### src/design/csr_pkg.sv
`default_nettype none

package csr_pkg;

    typedef logic [3:0]  reg_addr_t;
    typedef logic [31:0] reg_data_t;

    // Word addresses on the register bus
    localparam reg_addr_t REG_CONTROL = 4'd0;
    localparam reg_addr_t REG_STATUS  = 4'd1;
    localparam reg_addr_t REG_REF_LEN = 4'd2;
    localparam reg_addr_t REG_VERSION = 4'd3;
    localparam reg_addr_t REG_KEY     = 4'd4;
    localparam reg_addr_t REG_NQUERY  = 4'd5;

    // Major 31..28, minor 27..20, revision 19..16
    localparam reg_data_t VERSION_WORD = {4'd1, 8'd0, 4'd0, 16'h0000};
    localparam reg_data_t KEY_WORD     = 32'h0ca7_cafe;

    typedef struct packed {
        logic      wr;
        logic      rd;
        reg_addr_t addr;
        reg_data_t wdata;
    } reg_req_t;

    // CONTROL bits 2..0
    typedef struct packed {
        logic mode;
        logic run;
        logic clear;
    } ctrl_t;

    // STATUS bits 8..0
    typedef struct packed {
        logic [2:0] core_state;
        logic       out_full;
        logic       out_empty;
        logic       in_full;
        logic       in_empty;
        logic       load_done;
        logic       busy;
    } status_t;

endpackage

`default_nettype wire

### src/design/sample_pkg.sv
`default_nettype none

package sample_pkg;

    // Raw signal sample from the input stream
    typedef logic signed [15:0] sample_t;

    // Accumulated distance for one query
    typedef logic [31:0] dist_t;

    // Reference index, wide enough to hold a full count of 64
    typedef logic [6:0] ref_idx_t;

    typedef enum logic [2:0] {
        IDLE  = 3'd0,
        LOAD  = 3'd1,
        QUERY = 3'd2,
        EMIT  = 3'd3
    } core_state_t;

endpackage

`default_nettype wire

### src/design/sample_fifo.sv
`timescale 1ns/1ns
`default_nettype none

module sample_fifo #(
    parameter int WIDTH      = 16,
    parameter int FIFO_DEPTH = 4
) (
    input  wire logic             S_AXI_clk,
    input  wire logic             w_axi_rst,
    input  wire logic             i_flush,

    input  wire logic             i_push,
    input  wire logic [WIDTH-1:0] i_wdata,
    output logic                  o_full,

    input  wire logic             i_pop,
    output logic      [WIDTH-1:0] o_rdata,
    output logic                  o_empty
);

    localparam int PW = (FIFO_DEPTH > 1) ? $clog2(FIFO_DEPTH) : 1;
    localparam int CW = $clog2(FIFO_DEPTH + 1);

    logic [WIDTH-1:0] mem [FIFO_DEPTH];
    logic [PW-1:0]    wr_ptr;
    logic [PW-1:0]    rd_ptr;
    logic [CW-1:0]    count;
    logic             do_push;
    logic             do_pop;

    assign o_full  = (count == CW'(FIFO_DEPTH));
    assign o_empty = (count == '0);
    assign o_rdata = mem[rd_ptr];

    // Overflow and underflow requests are dropped
    assign do_push = i_push && !o_full;
    assign do_pop  = i_pop && !o_empty;

    always_ff @(posedge S_AXI_clk) begin
        if (do_push) begin
            mem[wr_ptr] <= i_wdata;
        end
    end

    always_ff @(posedge S_AXI_clk) begin
        if (w_axi_rst || i_flush) begin
            wr_ptr <= '0;
            rd_ptr <= '0;
            count  <= '0;
        end else begin
            if (do_push) begin
                wr_ptr <= (wr_ptr == PW'(FIFO_DEPTH - 1)) ? '0 : wr_ptr + 1'b1;
            end
            if (do_pop) begin
                rd_ptr <= (rd_ptr == PW'(FIFO_DEPTH - 1)) ? '0 : rd_ptr + 1'b1;
            end
            case ({do_push, do_pop})
                2'b10:   count <= count + 1'b1;
                2'b01:   count <= count - 1'b1;
                default: count <= count;
            endcase
        end
    end

endmodule

`default_nettype wire

### src/design/csr_block.sv
`timescale 1ns/1ns
`default_nettype none

module csr_block
    import csr_pkg::*;
    import sample_pkg::*;
#(
    parameter int REF_DEPTH = 64
) (
    input  wire logic        S_AXI_clk,
    input  wire logic        w_axi_rst,

    input  wire reg_req_t    i_reg_req,
    output logic             o_reg_rvalid,
    output reg_data_t        o_reg_rdata,
    output logic             o_reg_err,

    output ctrl_t            o_ctrl,
    output ref_idx_t         o_ref_len,

    input  wire logic        i_busy,
    input  wire logic        i_load_done,
    input  wire core_state_t i_core_state,
    input  wire reg_data_t   i_nquery,

    input  wire logic        i_in_empty,
    input  wire logic        i_in_full,
    input  wire logic        i_out_empty,
    input  wire logic        i_out_full
);

    ctrl_t     ctrl;
    ref_idx_t  ref_len;
    status_t   status;
    logic      addr_ok;
    ref_idx_t  ref_len_wr;
    reg_data_t rd_mux;

    assign o_ctrl    = ctrl;
    assign o_ref_len = ref_len;

    always_comb begin
        status.busy       = i_busy;
        status.load_done  = i_load_done;
        status.in_empty   = i_in_empty;
        status.in_full    = i_in_full;
        status.out_empty  = i_out_empty;
        status.out_full   = i_out_full;
        status.core_state = i_core_state;
    end

    assign addr_ok = (i_reg_req.addr <= REG_NQUERY);

    // REF_LEN is kept within 1..REF_DEPTH
    always_comb begin
        if (i_reg_req.wdata > reg_data_t'(REF_DEPTH)) begin
            ref_len_wr = ref_idx_t'(REF_DEPTH);
        end else if (i_reg_req.wdata == '0) begin
            ref_len_wr = ref_idx_t'(1);
        end else begin
            ref_len_wr = ref_idx_t'(i_reg_req.wdata);
        end
    end

    always_comb begin
        case (i_reg_req.addr)
            REG_CONTROL: rd_mux = reg_data_t'(ctrl);
            REG_STATUS:  rd_mux = reg_data_t'(status);
            REG_REF_LEN: rd_mux = reg_data_t'(ref_len);
            REG_VERSION: rd_mux = VERSION_WORD;
            REG_KEY:     rd_mux = KEY_WORD;
            REG_NQUERY:  rd_mux = i_nquery;
            default:     rd_mux = '0;
        endcase
    end

    always_ff @(posedge S_AXI_clk) begin
        if (w_axi_rst) begin
            ctrl         <= '0;
            ref_len      <= '0;
            o_reg_rvalid <= 1'b0;
            o_reg_err    <= 1'b0;
        end else begin
            o_reg_rvalid <= i_reg_req.rd;
            o_reg_err    <= (i_reg_req.wr || i_reg_req.rd) && !addr_ok;
            // Read-only addresses fall through without effect
            if (i_reg_req.wr) begin
                if (i_reg_req.addr == REG_CONTROL) begin
                    ctrl <= ctrl_t'(i_reg_req.wdata[2:0]);
                end
                if (i_reg_req.addr == REG_REF_LEN) begin
                    ref_len <= ref_len_wr;
                end
            end
        end
    end

    always_ff @(posedge S_AXI_clk) begin
        if (i_reg_req.rd) begin
            o_reg_rdata <= rd_mux;
        end
    end

endmodule

`default_nettype wire

### src/design/match_core.sv
`timescale 1ns/1ns
`default_nettype none

module match_core
    import csr_pkg::*;
    import sample_pkg::*;
#(
    parameter int REF_DEPTH = 64
) (
    input  wire logic     S_AXI_clk,
    input  wire logic     w_axi_rst,

    input  wire ctrl_t    i_ctrl,
    input  wire ref_idx_t i_ref_len,

    input  wire logic     i_in_empty,
    input  wire sample_t  i_in_data,
    output logic          o_in_pop,

    input  wire logic     i_out_full,
    output logic          o_out_push,
    output dist_t         o_out_data,

    output logic          o_busy,
    output logic          o_load_done,
    output core_state_t   o_state,
    output reg_data_t     o_nquery
);

    localparam int AW = (REF_DEPTH > 1) ? $clog2(REF_DEPTH) : 1;

    sample_t           ref_mem [REF_DEPTH];
    core_state_t       state;
    ref_idx_t          idx;
    ref_idx_t          idx_next;
    logic              last;
    dist_t             acc;
    logic              load_done;
    reg_data_t         nquery;
    sample_t           ref_smp;
    logic signed [16:0] diff;
    dist_t             abs_diff;

    assign ref_smp  = ref_mem[idx[AW-1:0]];
    assign idx_next = idx + 1'b1;
    assign last     = (idx_next >= i_ref_len);

    // 17 bits hold any difference of two samples
    always_comb begin
        diff = 17'(i_in_data) - 17'(ref_smp);
        if (diff < 0) begin
            abs_diff = dist_t'(-diff);
        end else begin
            abs_diff = dist_t'(diff);
        end
    end

    assign o_in_pop    = ((state == LOAD) || (state == QUERY)) && !i_in_empty && !i_ctrl.clear;
    assign o_out_push  = (state == EMIT) && !i_out_full;
    assign o_out_data  = acc;
    assign o_busy      = (state != IDLE);
    assign o_load_done = load_done;
    assign o_state     = state;
    assign o_nquery    = nquery;

    // Reference write port
    always_ff @(posedge S_AXI_clk) begin
        if (state == LOAD && o_in_pop) begin
            ref_mem[idx[AW-1:0]] <= i_in_data;
        end
    end

    always_ff @(posedge S_AXI_clk) begin
        if (w_axi_rst || i_ctrl.clear) begin
            state     <= IDLE;
            idx       <= '0;
            load_done <= 1'b0;
            nquery    <= '0;
        end else begin
            case (state)
                IDLE: begin
                    idx <= '0;
                    // A loaded reference stays until the next clear
                    if (i_ctrl.run) begin
                        if (!i_ctrl.mode && !load_done) begin
                            state <= LOAD;
                        end else if (i_ctrl.mode && load_done) begin
                            state <= QUERY;
                        end
                    end
                end
                LOAD: begin
                    if (o_in_pop) begin
                        idx <= idx_next;
                        if (last) begin
                            load_done <= 1'b1;
                            state     <= IDLE;
                        end
                    end
                end
                QUERY: begin
                    if (o_in_pop) begin
                        idx <= idx_next;
                        if (last) begin
                            state <= EMIT;
                        end
                    end
                end
                EMIT: begin
                    // Hold here while the output FIFO is full
                    if (o_out_push) begin
                        nquery <= nquery + 1'b1;
                        state  <= IDLE;
                    end
                end
                default: state <= IDLE;
            endcase
        end
    end

    // Sum restarts with the first sample of each query
    always_ff @(posedge S_AXI_clk) begin
        if (state == QUERY && o_in_pop) begin
            if (idx == '0) begin
                acc <= abs_diff;
            end else begin
                acc <= acc + abs_diff;
            end
        end
    end

endmodule

`default_nettype wire

### src/design/match_accel_top.sv
`timescale 1ns/1ns
`default_nettype none

module match_accel_top
    import csr_pkg::*;
    import sample_pkg::*;
#(
    parameter int FIFO_DEPTH = 4,
    parameter int REF_DEPTH  = 64
) (
    input  wire logic     S_AXI_clk,
    input  wire logic     w_axi_rst,

    // Sample stream in
    input  wire logic     i_in_valid,
    input  wire sample_t  i_in_data,
    output logic          o_in_ready,

    // Distance stream out
    output logic          o_out_valid,
    output dist_t         o_out_data,
    input  wire logic     i_out_ready,

    // Register bus
    input  wire reg_req_t i_reg_req,
    output logic          o_reg_rvalid,
    output reg_data_t     o_reg_rdata,
    output logic          o_reg_err
);

    ctrl_t       ctrl;
    ref_idx_t    ref_len;
    logic        in_empty;
    logic        in_full;
    logic        in_pop;
    sample_t     in_head;
    logic        out_empty;
    logic        out_full;
    logic        out_push;
    dist_t       out_wdata;
    logic        core_busy;
    logic        core_load_done;
    core_state_t core_state;
    reg_data_t   core_nquery;

    assign o_in_ready  = !in_full;
    assign o_out_valid = !out_empty;

    sample_fifo #(
        .WIDTH      ($bits(sample_t)),
        .FIFO_DEPTH (FIFO_DEPTH)
    ) u_in_fifo (
        .S_AXI_clk (S_AXI_clk),
        .w_axi_rst (w_axi_rst),
        .i_flush   (ctrl.clear),
        .i_push    (i_in_valid && o_in_ready),
        .i_wdata   (i_in_data),
        .o_full    (in_full),
        .i_pop     (in_pop),
        .o_rdata   (in_head),
        .o_empty   (in_empty)
    );

    match_core #(
        .REF_DEPTH (REF_DEPTH)
    ) u_match_core (
        .S_AXI_clk   (S_AXI_clk),
        .w_axi_rst   (w_axi_rst),
        .i_ctrl      (ctrl),
        .i_ref_len   (ref_len),
        .i_in_empty  (in_empty),
        .i_in_data   (in_head),
        .o_in_pop    (in_pop),
        .i_out_full  (out_full),
        .o_out_push  (out_push),
        .o_out_data  (out_wdata),
        .o_busy      (core_busy),
        .o_load_done (core_load_done),
        .o_state     (core_state),
        .o_nquery    (core_nquery)
    );

    sample_fifo #(
        .WIDTH      ($bits(dist_t)),
        .FIFO_DEPTH (FIFO_DEPTH)
    ) u_out_fifo (
        .S_AXI_clk (S_AXI_clk),
        .w_axi_rst (w_axi_rst),
        .i_flush   (1'b0),
        .i_push    (out_push),
        .i_wdata   (out_wdata),
        .o_full    (out_full),
        .i_pop     (o_out_valid && i_out_ready),
        .o_rdata   (o_out_data),
        .o_empty   (out_empty)
    );

    csr_block #(
        .REF_DEPTH (REF_DEPTH)
    ) u_csr_block (
        .S_AXI_clk    (S_AXI_clk),
        .w_axi_rst    (w_axi_rst),
        .i_reg_req    (i_reg_req),
        .o_reg_rvalid (o_reg_rvalid),
        .o_reg_rdata  (o_reg_rdata),
        .o_reg_err    (o_reg_err),
        .o_ctrl       (ctrl),
        .o_ref_len    (ref_len),
        .i_busy       (core_busy),
        .i_load_done  (core_load_done),
        .i_core_state (core_state),
        .i_nquery     (core_nquery),
        .i_in_empty   (in_empty),
        .i_in_full    (in_full),
        .i_out_empty  (out_empty),
        .i_out_full   (out_full)
    );

endmodule

`default_nettype wire

### config.mk
export PLATFORM = sky130hd
export DESIGN_NAME = match_accel_top
export DESIGN_NICKNAME = d
export VERILOG_FILES = /design/src/design/csr_pkg.sv /design/src/design/sample_pkg.sv /design/src/design/sample_fifo.sv /design/src/design/csr_block.sv /design/src/design/match_core.sv /design/src/design/match_accel_top.sv
export SDC_FILE = /design/constraint.sdc
export NUM_CORES = 1
export LEC_CHECK = 0
export BUFFER_PORTS_ARGS = -buffer_cell sky130_fd_sc_hd__buf_4
export CORE_ASPECT_RATIO = 1.1
export CORE_MARGIN = 2
export CORE_UTILIZATION = 62
export DETAILED_ROUTE_END_ITERATION = 8
export PLACE_DENSITY = 0.84
export SYNTH_ARGS = -nofsm -noshare
export SYNTH_HDL_FRONTEND = slang
export SYNTH_SLANG_ARGS = --single-unit
### constraint.sdc
create_clock -name S_AXI_clk -period 8.5 [get_ports S_AXI_clk]
set_input_delay 0.425 -clock S_AXI_clk [delete_from_list [all_inputs] [get_ports S_AXI_clk]]
set_output_delay 0.425 -clock S_AXI_clk [all_outputs]
set_load 0.02 [all_outputs]
==> key figures, run 1 <==
Clock tree
  – CTS Buf Count: between 100 and 150
  – Root Driver: clkbuf_16
  – Clock Sinks: 1358
  – CTS tree: yes
  – Clock slew at reported path FFs: around 0.070 ns
  – CTS H-tree lvls: 4
  – Worst-Skew Late Latency: approximately 0.76 ns
  – Clock Path Buffers: 3

Yosys
  – Cell taking the most area after synthesis: edfxtp_1
  – Mux contribution to synthesized area: between 15 and 20%
  – Async set-reset flop share out of synthesis: 0%
  – Largest family of logic cells by synthesized area: multiplexers
  – Post-synthesis sequential area ratio: about 73%
  – Synth Register Bits: between 1000 and 1500
  – Synth top cells by count: edfxtp_1, mux4_2, nor2_1
  – Synth Area per Inst: 19.7 sq um
  – Post-Syn Instances: between 2000 and 3000
  – Post-Synth Adder-Cell Area: about 1.9%
  – Post-Syn Area: 54800 sq um
  – Most frequent cell after synthesis: edfxtp_1
  – Post-synthesis compound-gate area fraction: 2.76%
  – Synth Flop Type: edfxtp_1
  – Post-synth EDFFs: between 1000 and 1500
  – Synth top area share: a little over two thirds
  – Simple-gate share of the synthesized area: under 10%
  – Distinct cell type count after synthesis: 66
  – Leading cell types by total area after synthesis: edfxtp_1, mux4_2, dfxtp_1
  – Yosys warnings: 0
  – Post-synthesis xor/xnor area fraction: under 10%

Setup path
  – CP startpoint kind: flop
  – Reg2reg setup slack: between 0.5 and 0.6 ns
  – CP Max Fanout: 47
  – Worst-path cell chain: buf_12 -> mux4_2 -> mux4_2 -> mux4_2 -> inv_1 -> ha_1 -> a211oi_2 -> nor2_1 -> xor2_1 -> a211oi_2 -> nand4b_1 -> or4_4 -> o41ai_2 -> xnor2_1 -> ha_1 -> a21o_1 -> a21o_1 -> a2111oi_0 -> or2_2 -> o211ai_1 -> a21oi_1 -> o21ai_0 -> xnor2_1 -> nor2_1
  – CP Buf/Inv Count: 2
  – Slowest-stage cell, CP: mux4_2
  – R2r endpoint: u_match_core.o_out_data[30]
  – CP Capture Type: flop
  – CP top delay family: compound AO/OA/AOI/OAI gates
  – Setup Crit Path Kind: flop to flop
  – Most used cell, CP: mux4_2
  – Worst Path Arrival: about 8.4 ns
  – Reg2Reg Depth: 24
  – Worst endpoint required time: ~9.0 ns
  – Crit path largest cell delay: 0.60 ns

Hold path
  – Hold path startpoint: i_out_ready
  – Hold Path Sink: u_out_fifo.rd_ptr[1]
  – Hold WC Path Type: primary input to flop
  – Hold Path Cell Cnt: 4

Route
  – Drt wl/cell: 31.7 um
  – DRT Pass-1 Iters: 6
  – Met1 wire length: about 47 mm
  – Initial DRC count: slightly below 4000
  – Top Layer Used: met5
  – DRC: 0
  – Drt via density: roughly 7
  – WL met2: about 69 mm
  – Via count: a little under 30000
  – Final wirelength: approximately 140 mm
  – WL met3: around 14 mm
  – ANT nets after route: 0

Timing
  – Fin. Hold Viols: 0
  – Final period util: 93.1%
  – Final worst slack: between 0.5 and 0.6 ns
  – Slew margin rel.: approximately 8.0%
  – Min Clock Period, post-route: 7.91 ns
  – Setup TNS: 0 ns
  – RSZ-0062 raised after global routing: false
  – Fin. max-slew vios: 0
  – Final setup fails: 0
  – Slew @ Worst Pin: 1.38 ns
  – Fin Clk Skew: 0.0386 ns
  – Max Clk Rate: between 0.1 and 0.15 GHz

Floorplanning
  – Core area: around 88000 sq um
  – Die area: between 90000 and 100000 sq um
  – IO Count: between 100 and 150
  – Die extent in x: about 290 um
  – Starting Density: 62.5%
  – Chip Height: around 320 um
  – Core Rows: 114

Global routing
  – First-pass GRT wire length: about 200 mm
  – Largest net degree at the start of global routing: 66
  – Gr usage total: ~31%
  – GRT Residual Overflow: 0
  – Vias in the first global route: just over 30000
  – Initial antenna violation count: 5

Cells and area
  – Fraction of layout cells with a size suffix above 1: between 20% and 30%
  – P&R area growth vs syn: 13.4%
  – FILL cells: 4905
  – Nets: around 3200
  – FF/Latch Area: approximately 40000 sq um
  – Footprint of the multi-input gates: approximately 14000 sq um

Placement
  – GP Congestion: 0.865
  – Post-DP HPWL: approximately 80 mm
  – Pre-CTS setup slack: 0.690 ns
  – I/O Buffers: approximately 130

Power and ir drop
  – Max VDD drop: ~0.00022 V
  – Pwr dens: 297 nW/um^2
  – Pleak: approximately 20 nW
  – Final Total Pwr: about 0.018 W

Run status
  – Status: finished clean

Job
  – Maxcap violations: 0
==> report_power, final <==
part / total [W] / switching (W) / internal (W)
sequential: 0.00809 / 0.0000950 / 0.00800
clock: 0.00562 / 0.00250 / 0.00312
combinational: 0.00474 / 0.00289 / 0.00185
==> metrics by stage <==
stage | utilization [%] | instances | hold WS, ns | cell area, sq um
floorplan | - | 2790 | 0.445 | 54800
global placement | 65.8 | 4064 | 0.465 | 57800
detailed placement | 65.8 | 4064 | 0.474 | 57800
CTS | 70.8 | 4324 | 0.0294 | 62100
global route | 70.8 | 4325 | 0.0858 | 62100
finish | 70.8 | 4325 | 0.0637 | 62100
==> cell type report <==
type / count / area share, %
timing repair buffer: 264 / 3.44
clock inverter: 65 / 1.04
inverter: 74 / 0.447
antenna: 1 / 0.00403
multi-input combinational: 1236 / 22.8
sequential: 1358 / 64.4
clock buffer: 167 / 5.55
tap: 1160 / 2.34
==> cells by family (layout without fill, tap and decap cells) <==
family                     Yosys count  after routing
and+or+nand+nor                    416            416
xor gates and xnor gates            93             93
muxes                              389            389
AOI/OAI and AO/OA                  243            243
adders and majority gates           81             81
other                                1             15
buffers and inverters              196            570
DFF                               1358           1358
==> worst max path at each step <==
stage | start | to | slack, ns | depth (start not counted)
finish | flop | u_match_core.o_out_data[30] | 0.59 | 24
global route | flop | u_match_core.o_out_data[30] | 0.05 | 26
CTS | flop | u_match_core.o_out_data[30] | 0.58 | 25
detailed placement | flop | u_match_core.o_out_data[31] | 0.69 | 26
global placement | flop | u_match_core.o_out_data[30] | 0.81 | 25
floorplan | flop | u_match_core.o_out_data[16] | 1.06 | 25
==> metal layers <==
layer  global-route usage [%]  vias up
met2                     51.3     2106
met1                     39.3    15070
li1                         -    11888
met5                        0        -
met4                     15.4        6
met3                     6.96      458
==> cells in the final DEF (no fill, tap or decap), drive strengths merged, types with 6 or more instances in the layout <==
master	count
xnor2	55
a21oi	99
nor3	16
a21o	20
xor2	38
clkinv	48
mux4	384
nor2b	12
buf	236
edfxtp	1280
dlygate4sd3	28
clkbuf	167
conb	14
o21a	8
a31oi	6
nand2b	9
dfxtp	78
nand4	16
inv	82
nor2	171
nand2	69
nand3	37
a22oi	6
o21ai	45
nor4	12
o21bai	6
or2	8
bufinv	7
or3	8
a211oi	11
and3	28
and2	11
ha	77
o211ai	8
==> registers in the layout, indices dropped and copies added (netlist names), 7 cells and up, named ones only <==
register and count:
u_match_core.o_nquery 32, u_csr_block.o_ref_len 7, u_match_core.idx 7, u_match_core.ref_mem 1024
u_out_fifo.mem 128, u_match_core.o_out_data 32, u_csr_block.o_reg_rdata 32, u_in_fifo.mem 64
==> tightest hold or removal path, delay by kind of cell <==
family	cells	cell delay (ns)
and+or+nand+nor	2	0.17
buffers and inverters	1	0.08
AOI/OAI and AO/OA	1	0.07
==> what timing repair did <==
| action | CTS | global route |
|---|---|---|
| hold endpoints to repair | 75 | 0 |
| resized for setup | 0 | 1 |
| buffers inserted | 0 | 0 |
| setup endpoints to repair | 0 | 1 |
| hold buffers | 28 | 0 |
Note: power is estimated with default switching activity, not from simulation.
==> run 2: changes to the inputs <==
--- a/config.mk
+++ b/config.mk
@@ -6,8 +6,7 @@
 export NUM_CORES = 1
 export LEC_CHECK = 0
 export BUFFER_PORTS_ARGS = -buffer_cell sky130_fd_sc_hd__buf_4
-export CORE_ASPECT_RATIO = 1.1
-export CORE_MARGIN = 2
+export CORE_MARGIN = 1.5
 export CORE_UTILIZATION = 62
 export DETAILED_ROUTE_END_ITERATION = 8
 export PLACE_DENSITY = 0.84
==> run 2 against run 1 <==
Against the previous run: via count grew 0.50%; cell count grew 0.12%; first-iteration DRC count grew 5.4%; global-route usage grew 0.54 points; sequential share of layout area shrank 0.10 points; sequential cell count is the same; largest power group unchanged; highest routed layer unchanged.
==> key figures, run 2 (synthesized netlist as in run 1, its figures left out) <==
Route
  – DRC: 0
  – DRT Pass-1 Iters: 9
  – Met1 wire length: 46.3 mm
  – Initial DRC count: about 4100
  – Drt wl/cell: approximately 32 um
  – Top Layer Used: met5
  – ANT nets after route: 0
  – Final wirelength: 139 mm
  – WL met2: just over 70 mm
  – Via count: slightly below 30000
  – WL met3: around 15 mm
  – Drt via density: roughly 6.9

Floorplanning
  – Starting Density: between 60% and 70%
  – Die extent in x: between 300 and 400 um
  – Core area: 87200 sq um
  – Chip Height: roughly 300 um
  – Core Rows: about 110
  – Die area: approximately 90000 sq um
  – IO Count: 126

Cells and area
  – FF/Latch Area: 40000 sq um
  – Max reg flops: between 1000 and 1500
  – P&R area growth vs syn: 13.6%
  – Fraction of layout cells with a size suffix above 1: 26.6%
  – Nets: about 3200
  – FILL cells: 4722
  – Commonest cells after routing, fill and taps aside: edfxtp_1, mux4_2, buf_4, nor2_1, clkbuf_16
  – Commonest non-fill, non-tap cell in the layout: edfxtp_1
  – Footprint of the multi-input gates: roughly 14000 sq um

Placement
  – GP Congestion: between 0.9 and 1
  – Pre-CTS setup slack: 0.738 ns
  – Post-DP HPWL: between 70 and 80 mm
  – I/O Buffers: around 130

Power and ir drop
  – Gate power share: between 20% and 30%
  – Pleak: 19.9 nW
  – Cell internal pwr: 0.0131 W
  – Switch share: 29.5%
  – Net Sw Power: between 0.005 and 0.006 W
  – Pwr dens: 298 nW/um^2
  – Clk pwr share: just over 30%
  – Max VDD drop: slightly below 0.0003 V
  – Seq pwr share: between 40 and 50%

Setup path
  – Most used cell, CP: mux4_2
  – Crit path largest cell delay: ~0.60 ns
  – Setup Crit Path Kind: flop to flop
  – CP startpoint kind: flop
  – Worst endpoint required time: approximately 9 ns
  – CP Max Fanout: 34
  – Slowest-stage cell, CP: or4_4
  – CP Capture Type: flop
  – Worst Path Arrival: ~8.5 ns
  – CP top delay family: compound AO/OA/AOI/OAI gates
  – CP Buf/Inv Count: 3

Clock tree
  – CTS H-tree lvls: 4
  – Setup Buffers After CTS: 0
  – Clock slew at reported path FFs: approximately 0.06 ns
  – CTS Buf Count: 133
  – Clock Sinks: ~1400
  – Worst-Skew Late Latency: 0.74 ns
  – Clock Path Buffers: 3
  – CTS tree: yes
  – Root Driver: clkbuf_16

Job
  – Maxcap violations: 0

Timing
  – Max Clk Rate: about 0.12 GHz
  – Final setup fails: 0
  – Slew margin rel.: just under 20%
  – Fin. max-slew vios: 0
  – Min Clock Period, post-route: about 8 ns
  – Final period util: a little over nine tenths
  – Setup TNS: 0 ns
  – RSZ-0062 raised after global routing: false
  – Slew @ Worst Pin: 1.21 ns
  – Final worst slack: 0.469 ns
  – Fin. Hold Viols: 0
  – Fin Clk Skew: between 0.02 and 0.03 ns

Hold path
  – Hold WC Path Type: primary input to flop

Global routing
  – Gr usage total: roughly a third
  – First-pass GRT wire length: between 200 and 250 mm
  – Largest net degree at the start of global routing: 67
  – GRT Residual Overflow: 0
  – Vias in the first global route: between 30000 and 40000
  – Initial antenna violation count: 12

Run status
  – Status: finished clean
==> run 2: worst register-to-register path, stage by stage, from the launching register on <==
cell	delay, ns
dfxtp_4	0.48
buf_12	0.30
buf_4	0.38
mux4_2	0.58
mux4_2	0.54
mux4_2	0.51
inv_1	0.10
ha_1	0.29
o21ai_0	0.38
o21ai_1	0.10
a21oi_1	0.26
xor2_2	0.29
nand4b_1	0.22
or4_4	0.60
o41ai_2	0.35
xnor2_1	0.22
ha_1	0.36
a21o_1	0.22
a21o_1	0.19
a2111oi_0	0.45
or2_2	0.20
o211ai_1	0.10
a21oi_1	0.26
o21ai_0	0.18
xnor2_1	0.17
nor2_1	0.05
==> run 2: worst paths after layout <==
path	from	to	cells after the start	slack (ns)
worst max-delay path	flop	u_match_core.o_out_data[30]	25	0.47
worst min-delay path	i_reg_req[35]	u_csr_block.o_reg_err	3	0.09
worst max register to register	flop	u_match_core.o_out_data[30]	25	0.47
worst min register to register	u_csr_block.o_ctrl[1]	u_csr_block.o_ctrl[1]	2	0.51
==> run 2: what timing repair did <==
action | 4_1_cts | 5_1_grt
endpoints found under the hold margin | 76 | 0
hold buffers | 28 | 0
resized for setup | 0 | 0
==> run 2: routing by layer <==
metal / GRT usage, % / vias up
met1: 39.2 / 15114
met2: 52.8 / 2167
li1: - / 11921
met5: 0 / -
met4: 14.7 / 10
met3: 7.91 / 465
==> run 2: power by group through the flow <==
stage | Clock (W) | Combinational [W] | Sequential [W]
global placement | 0 | 0.00434 | 0.00822
CTS | 0.00576 | 0.00469 | 0.00809
global route | 0.00599 | 0.00508 | 0.00810
floorplan | 0 | 0.00325 | 0.00818
finish | 0.00571 | 0.00477 | 0.00809
detailed placement | 0 | 0.00456 | 0.00823
==> run 2: per-stage QoR <==
stage               instances  total power, W  hold slack (ns)  utilization (%)  area [sq um]
finish                   4330          0.0186           0.0864             71.4         62200
global route             4327          0.0192            0.109             71.4         62200
CTS                      4326          0.0185          0.00966             71.4         62200
detailed placement       4067          0.0128            0.481             66.3         57800
global placement         4067          0.0126            0.469             66.3         57800
floorplan                2790          0.0114            0.445                -         54800
==> run 2: final cells by class <==
class	instances	share of cell area [%]
Sequential cell	1358	64.3
Multi-Input combinational cell	1236	22.7
Clock buffer	178	5.89
Timing Repair Buffer	272	3.49
Tap cell	1155	2.32
Clock inverter	53	0.818
Inverter	74	0.446
Antenna cell	4	0.0161
